$ cat src/cpu_pkg.sv
/*
 * cpu package
 * widths, memory sizing and the opcode, ALU and forwarding
 * encodings shared by the pipeline stages
 */
package cpu_pkg;

  localparam int xlen       = 32;
  localparam int reg_addr_w = 5;
  localparam int pc_step    = 4;
  localparam int dmem_words = 64; // word index from address bits 7:2

  // major opcodes of the supported RV32I subset
  typedef enum logic [6:0] {
    op_arith     = 7'b0110011,
    op_arith_imm = 7'b0010011,
    op_load      = 7'b0000011,
    op_store     = 7'b0100011,
    op_branch    = 7'b1100011,
    op_system    = 7'b1110011
  } opcode_e;

  typedef enum logic [2:0] {
    alu_add = 3'd0,
    alu_sub = 3'd1,
    alu_and = 3'd2,
    alu_or  = 3'd3,
    alu_slt = 3'd4
  } alu_op_e;

  // operand source for the execute muxes
  typedef enum logic [1:0] {
    fwd_none = 2'd0, // value read in decode
    fwd_mem  = 2'd1, // EX/MEM ALU result
    fwd_wb   = 2'd2  // MEM/WB result
  } fwd_sel_e;

endpackage

$ cat src/fetch_stage.sv
/*
 * fetch stage
 * program counter and IF/ID register, static not-taken fetch
 */
module fetch_stage (
  input  logic                     clk,
  input  logic                     reset,
  input  logic                     stall,
  input  logic                     flush,
  input  logic                     freeze,
  input  logic [cpu_pkg::xlen-1:0] branch_target,
  output logic [cpu_pkg::xlen-1:0] imem_addr,
  input  logic [cpu_pkg::xlen-1:0] imem_data,
  output logic [cpu_pkg::xlen-1:0] if_pc,
  output logic [cpu_pkg::xlen-1:0] if_inst
);
  import cpu_pkg::*;

  logic [xlen-1:0] pc;
  logic            frozen; // ecall seen in decode, nothing more to fetch
  logic            hold;

  assign imem_addr = pc;
  assign hold      = freeze | frozen;

  always_ff @(posedge clk) begin
    if (reset) begin
      pc     <= '0;
      frozen <= 1'b0;
    end else begin
      frozen <= frozen | (freeze & ~flush); // a flushed ecall does not halt
      if (flush)
        pc <= branch_target;
      else if (!(stall || hold))
        pc <= pc + pc_step;
    end
  end

  // IF/ID, zero word acts as the bubble
  always_ff @(posedge clk) begin
    if (reset || flush || hold) begin
      if_inst <= '0;
    end else if (!stall) begin
      if_inst <= imem_data;
      if_pc   <= pc;
    end
  end

endmodule

$ cat src/decode_stage.sv
/*
 * decode stage
 * control decode, immediate generation, source tracking for
 * the hazard unit, and the ID/EX register
 */
module decode_stage (
  input  logic                           clk,
  input  logic                           reset,
  input  logic                           stall,
  input  logic                           flush,
  input  logic [cpu_pkg::xlen-1:0]       if_pc,
  input  logic [cpu_pkg::xlen-1:0]       if_inst,
  output logic [cpu_pkg::reg_addr_w-1:0] rs1_addr,
  output logic [cpu_pkg::reg_addr_w-1:0] rs2_addr,
  input  logic [cpu_pkg::xlen-1:0]       rs1_data,
  input  logic [cpu_pkg::xlen-1:0]       rs2_data,
  output logic [cpu_pkg::reg_addr_w-1:0] id_rs1,
  output logic [cpu_pkg::reg_addr_w-1:0] id_rs2,
  output logic                           id_uses_rs2,
  output logic                           id_is_ecall,
  output logic [cpu_pkg::xlen-1:0]       ex_pc,
  output logic [cpu_pkg::reg_addr_w-1:0] ex_rs1,
  output logic [cpu_pkg::reg_addr_w-1:0] ex_rs2,
  output logic [cpu_pkg::reg_addr_w-1:0] ex_rd,
  output logic [cpu_pkg::xlen-1:0]       ex_rs1_data,
  output logic [cpu_pkg::xlen-1:0]       ex_rs2_data,
  output logic [cpu_pkg::xlen-1:0]       ex_imm,
  output cpu_pkg::alu_op_e               ex_alu_op,
  output logic                           ex_alu_src,
  output logic                           ex_branch,
  output logic                           ex_branch_ne,
  output logic                           ex_mem_read,
  output logic                           ex_mem_write,
  output logic                           ex_reg_write,
  output logic                           ex_is_ecall
);
  import cpu_pkg::*;

  opcode_e         opcode;
  alu_op_e         d_alu_op;
  logic [xlen-1:0] d_imm;
  logic            d_alu_src, d_branch, d_mem_read, d_mem_write, d_reg_write;
  logic            d_uses_rs1;

  // funct3 to ALU op, bit 30 picks sub for register forms
  function automatic alu_op_e arith_op(input logic [2:0] funct3, input logic is_sub);
    case (funct3)
      3'b000:  return is_sub ? alu_sub : alu_add;
      3'b010:  return alu_slt;
      3'b110:  return alu_or;
      3'b111:  return alu_and;
      default: return alu_add;
    endcase
  endfunction

  assign opcode   = opcode_e'(if_inst[6:0]);
  assign rs1_addr = if_inst[19:15];
  assign rs2_addr = if_inst[24:20];
  assign id_rs1   = d_uses_rs1 ? if_inst[19:15] : '0; // unused sources never match
  assign id_rs2   = id_uses_rs2 ? if_inst[24:20] : '0;

  always_comb begin
    d_alu_op    = alu_add;
    d_alu_src   = 1'b0;
    d_branch    = 1'b0;
    d_mem_read  = 1'b0;
    d_mem_write = 1'b0;
    d_reg_write = 1'b0;
    d_uses_rs1  = 1'b0;
    id_uses_rs2 = 1'b0;
    id_is_ecall = 1'b0;
    case (opcode)
      op_arith: begin
        d_alu_op    = arith_op(if_inst[14:12], if_inst[30]);
        d_reg_write = 1'b1;
        d_uses_rs1  = 1'b1;
        id_uses_rs2 = 1'b1;
      end
      op_arith_imm: begin
        d_alu_op    = arith_op(if_inst[14:12], 1'b0);
        d_alu_src   = 1'b1;
        d_reg_write = 1'b1;
        d_uses_rs1  = 1'b1;
      end
      op_load: begin
        d_alu_src   = 1'b1; // address = rs1 + imm
        d_mem_read  = 1'b1;
        d_reg_write = 1'b1;
        d_uses_rs1  = 1'b1;
      end
      op_store: begin
        d_alu_src   = 1'b1;
        d_mem_write = 1'b1;
        d_uses_rs1  = 1'b1;
        id_uses_rs2 = 1'b1; // store data
      end
      op_branch: begin
        d_branch    = 1'b1;
        d_uses_rs1  = 1'b1;
        id_uses_rs2 = 1'b1;
      end
      op_system: id_is_ecall = 1'b1;
      default: ; // bubble or unsupported word
    endcase
  end

  always_comb begin
    case (opcode)
      op_store:  d_imm = {{20{if_inst[31]}}, if_inst[31:25], if_inst[11:7]};
      op_branch: d_imm = {{19{if_inst[31]}}, if_inst[31], if_inst[7],
                          if_inst[30:25], if_inst[11:8], 1'b0};
      default:   d_imm = {{20{if_inst[31]}}, if_inst[31:20]};
    endcase
  end

  // ID/EX
  always_ff @(posedge clk) begin
    if (reset || stall || flush) begin
      ex_branch    <= 1'b0;
      ex_mem_read  <= 1'b0;
      ex_mem_write <= 1'b0;
      ex_reg_write <= 1'b0;
      ex_is_ecall  <= 1'b0;
    end else begin
      ex_branch    <= d_branch;
      ex_mem_read  <= d_mem_read;
      ex_mem_write <= d_mem_write;
      ex_reg_write <= d_reg_write;
      ex_is_ecall  <= id_is_ecall;
    end
  end

  always_ff @(posedge clk) begin
    ex_pc        <= if_pc;
    ex_rs1       <= id_rs1;
    ex_rs2       <= id_rs2;
    ex_rd        <= if_inst[11:7];
    ex_rs1_data  <= rs1_data;
    ex_rs2_data  <= rs2_data;
    ex_imm       <= d_imm;
    ex_alu_op    <= d_alu_op;
    ex_alu_src   <= d_alu_src;
    ex_branch_ne <= if_inst[12]; // funct3 001 is bne
  end

endmodule

$ cat src/reg_file.sv
/*
 * register file
 * 32 x 32, x0 reads zero, a same-cycle write is seen by the read ports
 */
module reg_file (
  input  logic                           clk,
  input  logic                           reset,
  input  logic [cpu_pkg::reg_addr_w-1:0] rs1_addr,
  input  logic [cpu_pkg::reg_addr_w-1:0] rs2_addr,
  output logic [cpu_pkg::xlen-1:0]       rs1_data,
  output logic [cpu_pkg::xlen-1:0]       rs2_data,
  input  logic                           wr_en,
  input  logic [cpu_pkg::reg_addr_w-1:0] wr_addr,
  input  logic [cpu_pkg::xlen-1:0]       wr_data
);
  import cpu_pkg::*;

  logic [xlen-1:0] regs [2**reg_addr_w];

  always_ff @(posedge clk) begin
    if (reset) begin
      for (int i = 0; i < 2**reg_addr_w; i++)
        regs[i] <= '0;
    end else if (wr_en && wr_addr != '0) begin
      regs[wr_addr] <= wr_data;
    end
  end

  // bypass covers writeback and decode in the same cycle
  assign rs1_data = (rs1_addr == '0) ? '0 :
                    (wr_en && wr_addr == rs1_addr) ? wr_data : regs[rs1_addr];
  assign rs2_data = (rs2_addr == '0) ? '0 :
                    (wr_en && wr_addr == rs2_addr) ? wr_data : regs[rs2_addr];

endmodule

$ cat src/hazard_unit.sv
/*
 * hazard unit
 * forwarding selects for execute and load-use stall for decode
 */
module hazard_unit (
  input  logic [cpu_pkg::reg_addr_w-1:0] id_rs1,
  input  logic [cpu_pkg::reg_addr_w-1:0] id_rs2,
  input  logic                           id_uses_rs2,
  input  logic [cpu_pkg::reg_addr_w-1:0] ex_rs1,
  input  logic [cpu_pkg::reg_addr_w-1:0] ex_rs2,
  input  logic [cpu_pkg::reg_addr_w-1:0] ex_rd,
  input  logic                           ex_mem_read,
  input  logic [cpu_pkg::reg_addr_w-1:0] mem_rd,
  input  logic                           mem_reg_write,
  input  logic [cpu_pkg::reg_addr_w-1:0] wb_rd,
  input  logic                           wb_reg_write,
  output cpu_pkg::fwd_sel_e              fwd_a,
  output cpu_pkg::fwd_sel_e              fwd_b,
  output logic                           stall
);
  import cpu_pkg::*;

  // youngest producer wins
  function automatic fwd_sel_e pick_src(input logic [reg_addr_w-1:0] src);
    if (mem_reg_write && mem_rd != '0 && mem_rd == src)
      return fwd_mem;
    else if (wb_reg_write && wb_rd != '0 && wb_rd == src)
      return fwd_wb;
    else
      return fwd_none;
  endfunction

  always_comb begin
    fwd_a = pick_src(ex_rs1);
    fwd_b = pick_src(ex_rs2);
  end

  // load result not ready until MEM, hold decode one cycle
  assign stall = ex_mem_read && (ex_rd != '0) &&
                 ((ex_rd == id_rs1) || (id_uses_rs2 && ex_rd == id_rs2));

endmodule

$ cat src/execute_stage.sv
/*
 * execute stage
 * operand forwarding, ALU, branch resolution and the EX/MEM register
 */
module execute_stage (
  input  logic                           clk,
  input  logic                           reset,
  input  logic [cpu_pkg::xlen-1:0]       ex_pc,
  input  logic [cpu_pkg::reg_addr_w-1:0] ex_rd,
  input  logic [cpu_pkg::xlen-1:0]       ex_rs1_data,
  input  logic [cpu_pkg::xlen-1:0]       ex_rs2_data,
  input  logic [cpu_pkg::xlen-1:0]       ex_imm,
  input  cpu_pkg::alu_op_e               ex_alu_op,
  input  logic                           ex_alu_src,
  input  logic                           ex_branch,
  input  logic                           ex_branch_ne,
  input  logic                           ex_mem_read,
  input  logic                           ex_mem_write,
  input  logic                           ex_reg_write,
  input  logic                           ex_is_ecall,
  input  cpu_pkg::fwd_sel_e              fwd_a,
  input  cpu_pkg::fwd_sel_e              fwd_b,
  input  logic [cpu_pkg::xlen-1:0]       wb_result,
  output logic                           flush,
  output logic [cpu_pkg::xlen-1:0]       branch_target,
  output logic [cpu_pkg::xlen-1:0]       mem_alu_out,
  output logic [cpu_pkg::xlen-1:0]       mem_store_data,
  output logic [cpu_pkg::reg_addr_w-1:0] mem_rd,
  output logic                           mem_mem_read,
  output logic                           mem_mem_write,
  output logic                           mem_reg_write,
  output logic                           mem_is_ecall
);
  import cpu_pkg::*;

  logic [xlen-1:0] op_a, rs2_fwd, op_b, alu_result;

  always_comb begin
    case (fwd_a)
      fwd_mem: op_a = mem_alu_out;
      fwd_wb:  op_a = wb_result;
      default: op_a = ex_rs1_data;
    endcase
    case (fwd_b)
      fwd_mem: rs2_fwd = mem_alu_out;
      fwd_wb:  rs2_fwd = wb_result;
      default: rs2_fwd = ex_rs2_data;
    endcase
  end

  assign op_b = ex_alu_src ? ex_imm : rs2_fwd;

  always_comb begin
    case (ex_alu_op)
      alu_sub: alu_result = op_a - op_b;
      alu_and: alu_result = op_a & op_b;
      alu_or:  alu_result = op_a | op_b;
      alu_slt: alu_result = {{(xlen-1){1'b0}}, $signed(op_a) < $signed(op_b)};
      default: alu_result = op_a + op_b;
    endcase
  end

  // beq/bne compare the forwarded registers, not the ALU result
  assign flush         = ex_branch & ((op_a == rs2_fwd) ^ ex_branch_ne);
  assign branch_target = ex_pc + ex_imm;

  // EX/MEM
  always_ff @(posedge clk) begin
    if (reset) begin
      mem_mem_read  <= 1'b0;
      mem_mem_write <= 1'b0;
      mem_reg_write <= 1'b0;
      mem_is_ecall  <= 1'b0;
    end else begin
      mem_mem_read  <= ex_mem_read;
      mem_mem_write <= ex_mem_write;
      mem_reg_write <= ex_reg_write;
      mem_is_ecall  <= ex_is_ecall;
    end
  end

  always_ff @(posedge clk) begin
    mem_alu_out    <= alu_result;
    mem_store_data <= rs2_fwd;
    mem_rd         <= ex_rd;
  end

endmodule

$ cat src/memory_stage.sv
/*
 * memory stage
 * data memory, MEM/WB register, retire port and halt latch
 */
module memory_stage (
  input  logic                           clk,
  input  logic                           reset,
  input  logic [cpu_pkg::xlen-1:0]       mem_alu_out,
  input  logic [cpu_pkg::xlen-1:0]       mem_store_data,
  input  logic [cpu_pkg::reg_addr_w-1:0] mem_rd,
  input  logic                           mem_mem_read,
  input  logic                           mem_mem_write,
  input  logic                           mem_reg_write,
  input  logic                           mem_is_ecall,
  output logic [cpu_pkg::xlen-1:0]       wb_result,
  output logic                           wb_valid,
  output logic [cpu_pkg::reg_addr_w-1:0] wb_rd,
  output logic [cpu_pkg::xlen-1:0]       wb_data,
  output logic                           halted
);
  import cpu_pkg::*;

  logic [xlen-1:0]                 dmem [dmem_words];
  logic [$clog2(dmem_words)-1:0]   dmem_idx;
  logic                            wb_reg_write, wb_is_ecall;

  assign dmem_idx = mem_alu_out[$clog2(dmem_words)+1:2]; // word address

  always_ff @(posedge clk) begin
    if (mem_mem_write)
      dmem[dmem_idx] <= mem_store_data;
  end

  // MEM/WB, load data picked here so WB carries one value
  always_ff @(posedge clk) begin
    wb_result <= mem_mem_read ? dmem[dmem_idx] : mem_alu_out;
    wb_rd     <= mem_rd;
  end

  always_ff @(posedge clk) begin
    if (reset) begin
      wb_reg_write <= 1'b0;
      wb_is_ecall  <= 1'b0;
      halted       <= 1'b0;
    end else begin
      wb_reg_write <= mem_reg_write;
      wb_is_ecall  <= mem_is_ecall;
      halted       <= halted | wb_is_ecall; // sticky until reset
    end
  end

  assign wb_valid = wb_reg_write && (wb_rd != '0);
  assign wb_data  = wb_result;

endmodule

$ cat src/pipe_cpu.sv
/*
 * pipe_cpu
 * five-stage RV32I subset pipeline, instruction memory outside,
 * register writes reported on the writeback port
 */
module pipe_cpu (
  input  logic                           clk,
  input  logic                           reset,
  output logic [cpu_pkg::xlen-1:0]       imem_addr,
  input  logic [cpu_pkg::xlen-1:0]       imem_data,
  output logic                           wb_valid,
  output logic [cpu_pkg::reg_addr_w-1:0] wb_rd,
  output logic [cpu_pkg::xlen-1:0]       wb_data,
  output logic                           halted
);
  import cpu_pkg::*;

  logic [xlen-1:0]       if_pc, if_inst, branch_target;
  logic                  stall, flush;
  logic [reg_addr_w-1:0] rs1_addr, rs2_addr, id_rs1, id_rs2;
  logic [xlen-1:0]       rs1_data, rs2_data;
  logic                  id_uses_rs2, id_is_ecall;
  // ID/EX
  logic [xlen-1:0]       ex_pc, ex_rs1_data, ex_rs2_data, ex_imm;
  logic [reg_addr_w-1:0] ex_rs1, ex_rs2, ex_rd;
  alu_op_e               ex_alu_op;
  logic                  ex_alu_src, ex_branch, ex_branch_ne;
  logic                  ex_mem_read, ex_mem_write, ex_reg_write, ex_is_ecall;
  fwd_sel_e              fwd_a, fwd_b;
  // EX/MEM
  logic [xlen-1:0]       mem_alu_out, mem_store_data, wb_result;
  logic [reg_addr_w-1:0] mem_rd;
  logic                  mem_mem_read, mem_mem_write, mem_reg_write, mem_is_ecall;

  fetch_stage u_fetch (
    .clk, .reset, .stall, .flush, .freeze(id_is_ecall), .branch_target,
    .imem_addr, .imem_data, .if_pc, .if_inst
  );

  decode_stage u_decode (
    .clk, .reset, .stall, .flush, .if_pc, .if_inst,
    .rs1_addr, .rs2_addr, .rs1_data, .rs2_data,
    .id_rs1, .id_rs2, .id_uses_rs2, .id_is_ecall,
    .ex_pc, .ex_rs1, .ex_rs2, .ex_rd, .ex_rs1_data, .ex_rs2_data, .ex_imm,
    .ex_alu_op, .ex_alu_src, .ex_branch, .ex_branch_ne,
    .ex_mem_read, .ex_mem_write, .ex_reg_write, .ex_is_ecall
  );

  // written from MEM/WB, same signals as the retire port
  reg_file u_regs (
    .clk, .reset, .rs1_addr, .rs2_addr, .rs1_data, .rs2_data,
    .wr_en(wb_valid), .wr_addr(wb_rd), .wr_data(wb_data)
  );

  hazard_unit u_hazard (
    .id_rs1, .id_rs2, .id_uses_rs2, .ex_rs1, .ex_rs2, .ex_rd, .ex_mem_read,
    .mem_rd, .mem_reg_write, .wb_rd, .wb_reg_write(wb_valid),
    .fwd_a, .fwd_b, .stall
  );

  execute_stage u_execute (
    .clk, .reset, .ex_pc, .ex_rd, .ex_rs1_data, .ex_rs2_data, .ex_imm,
    .ex_alu_op, .ex_alu_src, .ex_branch, .ex_branch_ne,
    .ex_mem_read, .ex_mem_write, .ex_reg_write, .ex_is_ecall,
    .fwd_a, .fwd_b, .wb_result, .flush, .branch_target,
    .mem_alu_out, .mem_store_data, .mem_rd,
    .mem_mem_read, .mem_mem_write, .mem_reg_write, .mem_is_ecall
  );

  memory_stage u_memory (
    .clk, .reset, .mem_alu_out, .mem_store_data, .mem_rd,
    .mem_mem_read, .mem_mem_write, .mem_reg_write, .mem_is_ecall,
    .wb_result, .wb_valid, .wb_rd, .wb_data, .halted
  );

endmodule

$ cat config.mk
export PLATFORM = sky130hd
export DESIGN_NAME = pipe_cpu
export DESIGN_NICKNAME = d
export VERILOG_FILES = /design/src/cpu_pkg.sv /design/src/fetch_stage.sv /design/src/decode_stage.sv /design/src/reg_file.sv /design/src/hazard_unit.sv /design/src/execute_stage.sv /design/src/memory_stage.sv /design/src/pipe_cpu.sv
export SDC_FILE = /design/constraint.sdc
export NUM_CORES = 2
export LEC_CHECK = 0
export BUFFER_PORTS_ARGS = -buffer_cell sky130_fd_sc_hd__buf_2
export CORE_MARGIN = 2
export CORE_UTILIZATION = 35
export DETAILED_ROUTE_END_ITERATION = 10
export GPL_ROUTABILITY_DRIVEN = 1
export REMOVE_ABC_BUFFERS = 1
export SLEW_MARGIN = 20
export SYNTH_ARGS = -nofsm -noshare
export SYNTH_HDL_FRONTEND = slang
export SYNTH_HIERARCHICAL = 1
export SYNTH_SLANG_ARGS = --single-unit
$ cat constraint.sdc
create_clock -name clk -period 8.7 [get_ports clk]
set_clock_uncertainty 0.1 [all_clocks]
set_input_delay 0.87 -clock clk [delete_from_list [all_inputs] [get_ports clk]]
set_output_delay 0.87 -clock clk [all_outputs]
set_load 0.03 [all_outputs]
==> flow_summary.toml <==
[critical_path]
cp.buffers_inverters = 1
cp-end-kind = "flop"
worstPathCellList = "or4_1 > o21a_1 > o21ai_1 > or4_1 > nor4_2 > ha_2 > buf_4 > nor2_1 > a21oi_1 > xor2_1 > nor4_1 > nand4_1 > or3_1 > a21boi_2 > nor2_1 > nand2_1 > nor2_1"
start_kind = "flop"
critPathMaxFanout = 41
critPathTopFamily = "simple AND/OR/NAND/NOR gates"
worst_ep_arrival_time_ns = 8.00
worstSetupPathType = "flop to flop"
critPathMaxStageDelay_ns = 0.87
cpMostUsedCell = "nor2_1"
critPathRequiredTime_ns = 9.35
slowest_stage = "nand2_1"

[sta]
worst_pin_slew_ns = 1.36
min_period_ns = 7.35
setup_viol = 0
fmax_mhz = 136
layout_worst_path_cycle_share_pct = 84.5
rsz0062_at_grt = "no"
max_slew_margin_pct = 7.97
hold_viol_final = 0
maxSlewViolCount = 0
setup_tns_ns = 0

[detailed_routing]
drc_errors = 0
drt_first_pass_iters = 9
route.detailed.wl_per_inst_um = 33.8
drtIter0Drc = 14636
vias = 97345
postRouteWirelength_um = 543000
vias_per_cell = 6.06
ant_nets = 0

[yosys]
async_reset_ff_share_pct = 0
ys_warn_count = 6
synth_edf_count = 3104
ys_seq_elements = 3416
ys_seq_area_share_pct = 65.2
avgSynthCellArea_sq_um = 15.2
synth_cell_type_count = 106
synth.cell_area_sq_um = 152000
synth_ff_type = "edfxtp_1"
synthCells = 10034

[clocking]
insertion_delay_ns = 0.98
cts_inserted_buffers = 351
ctsResizeCount = 0
numClockSinks = 3416
clockBufferDepth = 4
clkSlewWorstSetupHoldPaths_ns = 0.06
cts_root_buf = "clkbuf_16"
htreeDepth = 5
cts_hold_buffers = 0
cts_setup_buffers = 0
cts_tree = "done"

[finish]
finalNetCount = 10190
stdcell_count = 16069
seq_area_sq_um = 99600
post-route-util_pct = 39.5
syn_to_final_growth_pct = 12.3
layout_commonest_cell = "edfxtp_1"
drive_gt1_share_pct = 18.9
multiInputGateArea_sq_um = 49100
layout_common_cells = "edfxtp_1 (3,104), and2_1 (1,013), mux2i_1 (569)"
fillers = 39403

[power_and_ir_drop]
pwr_density_cell_nw_per_um2 = 270
power.net_switching_mw = 15.6
pwr-share-comb_pct = 25.3
p_int_mw = 30.5
seq_power_share_pct = 41.8
max-vdd-ir-drop_mv = 0.379
switching_share_pct = 33.9
leakagePower_nw = 57.4
clkPwrFrac_pct = 32.9

[die]
design.core.area_sq_um = 434000
die_x_um = 664
dieArea_sq_um = 441000
die_h_um = 664
ios = 105
rows = 242
initial_core_util_pct = 35.1

[global_routing]
grt_max_degree = 109
grtUsageTotal_pct = 23.8
grt_pass1_vias = 92999
grt_first_pass_wirelength_um = 749000
antenna_found_initial = 47
globalRouteOverflowTotal = 0

[placed_design]
io_buffers = 104
gp_congestion = 0.917
dp.cells = 15401
dp_hpwl_um = 335000

[worst_hold_path]
hold_class = "input pin to flop"

[run]
cap_violations = 0

[status]
run_status = "complete, no violations"
## power groups by stage
| stage | logic (mW) | clock network, mW | registers (mW) |
|---|---|---|---|
| after floorplan | 6.27 | 0 | 20.5 |
| after global placement | 11.2 | 0 | 19.6 |
| after detailed placement | 11.3 | 0 | 19.6 |
| after CTS | 11.4 | 15.3 | 19.3 |
| after global routing | 11.9 | 16.0 | 19.3 |
| final | 11.7 | 15.2 | 19.3 |
## final timing paths
path / to / from / slack, ns / cells past startpoint
max: u_fetch/if_inst[20]$_SDFFE_PP0N_ / u_memory/wb_rd[2]$_DFF_P_ / 1.35 / 17
min: u_fetch/if_inst[28]$_SDFFE_PP0N_ / imem_data[28] / 0.09 / 3
max reg2reg: u_fetch/if_inst[20]$_SDFFE_PP0N_ / u_memory/wb_rd[2]$_DFF_P_ / 1.35 / 17
min reg2reg: u_decode/ex_pc[31]$_DFF_P_ / u_fetch/if_pc[31]$_DFFE_PP_ / 0.24 / 0
## flip-flops by register name, summed over array words and instances (netlist names), 13 cells and up
signal	count
u_decode/ex_imm	13
u_decode/ex_pc	32
u_decode/ex_rs1_data	32
u_decode/ex_rs2_data	32
u_execute/mem_alu_out	32
u_execute/mem_store_data	32
u_fetch/if_inst	32
u_fetch/if_pc	32
u_fetch/imem_addr	32
u_memory/dmem	2048
u_memory/wb_data	32
u_regs/regs	1024
## synth_stat cells, types with 24 or more instances
library cell | instances | area share [%]
nor3_1 | 37 | 0.12
o22ai_1 | 141 | 0.58
a22oi_1 | 343 | 1.7
xnor2_1 | 47 | 0.27
xor2_1 | 64 | 0.37
o31ai_1 | 24 | 0.12
a221oi_1 | 219 | 1.3
inv_1 | 155 | 0.38
a221o_1 | 56 | 0.37
buf_2 | 214 | 0.70
buf_1 | 49 | 0.12
dfxtp_1 | 312 | 4.1
nor4_1 | 25 | 0.10
a21o_1 | 25 | 0.12
mux4_2 | 546 | 8.1
mux2i_1 | 569 | 3.7
o211ai_1 | 31 | 0.15
a31oi_1 | 37 | 0.15
o21ai_0 | 207 | 0.68
nand4_1 | 33 | 0.14
a21oi_1 | 349 | 1.1
nor2b_1 | 41 | 0.17
a2111oi_0 | 28 | 0.16
mux2_1 | 40 | 0.30
a211oi_1 | 37 | 0.18
clkbuf_1 | 434 | 1.1
or2_2 | 40 | 0.16
nand2_1 | 281 | 0.69
o2bb2ai_1 | 28 | 0.16
edfxtp_1 | 3104 | 61
and2_1 | 1015 | 4.2
ha_1 | 133 | 1.1
buf_4 | 127 | 0.63
nor2_1 | 448 | 1.1
a22o_1 | 84 | 0.48
o221ai_1 | 70 | 0.40
mux2_2 | 110 | 0.81
buf_6 | 28 | 0.21
nand3_1 | 76 | 0.25
## stage by stage
step | hold WS, ns | cell area, sq um | power, mW | setup WS [ns]
after floorplan | 0.223 | 148000 | 26.7 | -13.24
after global placement | 0.225 | 160000 | 30.8 | 1.61
final | 0.0872 | 171000 | 46.1 | 1.35
after detailed placement | 0.228 | 160000 | 30.9 | 1.42
after CTS | 0.0251 | 171000 | 45.9 | 1.41
after global routing | 0.0743 | 171000 | 47.2 | 0.957
## final cells by class
class                   instances  area share, %
flip-flops and latches       3416           58.1
multi-input cells            5633           28.7
clock buffers                 435           5.41
well taps                    5734           4.19
repair buffers                458           1.95
clock inverters               214           1.24
inverters                     160          0.356
diodes                         19         0.0278
## worst reg2reg max path: stages, from the launching register on
cell and delay [ns]:
dfxtp_1 0.71, or4_1 0.20, o21a_1 0.22, o21ai_1 0.13
or4_1 0.60, nor4_2 0.27, ha_2 0.74, buf_4 0.41
nor2_1 0.08, a21oi_1 0.29, xor2_1 0.22, nor4_1 0.51
nand4_1 0.27, or3_1 0.38, a21boi_2 0.68, nor2_1 0.36
nand2_1 0.87, nor2_1 0.15
## logic make-up after synthesis
kind of cell    count (synthesis)  share of synthesized area (%)
xor+xnor                      111                          0.638
simple gates                 2152                           7.68
other cells                     1                        0.00246
flops                        3416                           65.2
compound gates               1930                           9.16
fa+ha+maj                     136                           1.13
buf+inv                      1016                           3.16
mux                          1272                           13.0
## layer usage
layer	vias up	track usage, %	share of wire (%)	wire, um
met3	1094	5.64	11	61500
li1	39349	-	-	-
met2	6378	36.7	45	245000
met4	22	10.3	5.2	28000
met5	-	0	0.028	154
met1	50502	32.0	38	209000
Power figures use the tool's default switching activity.
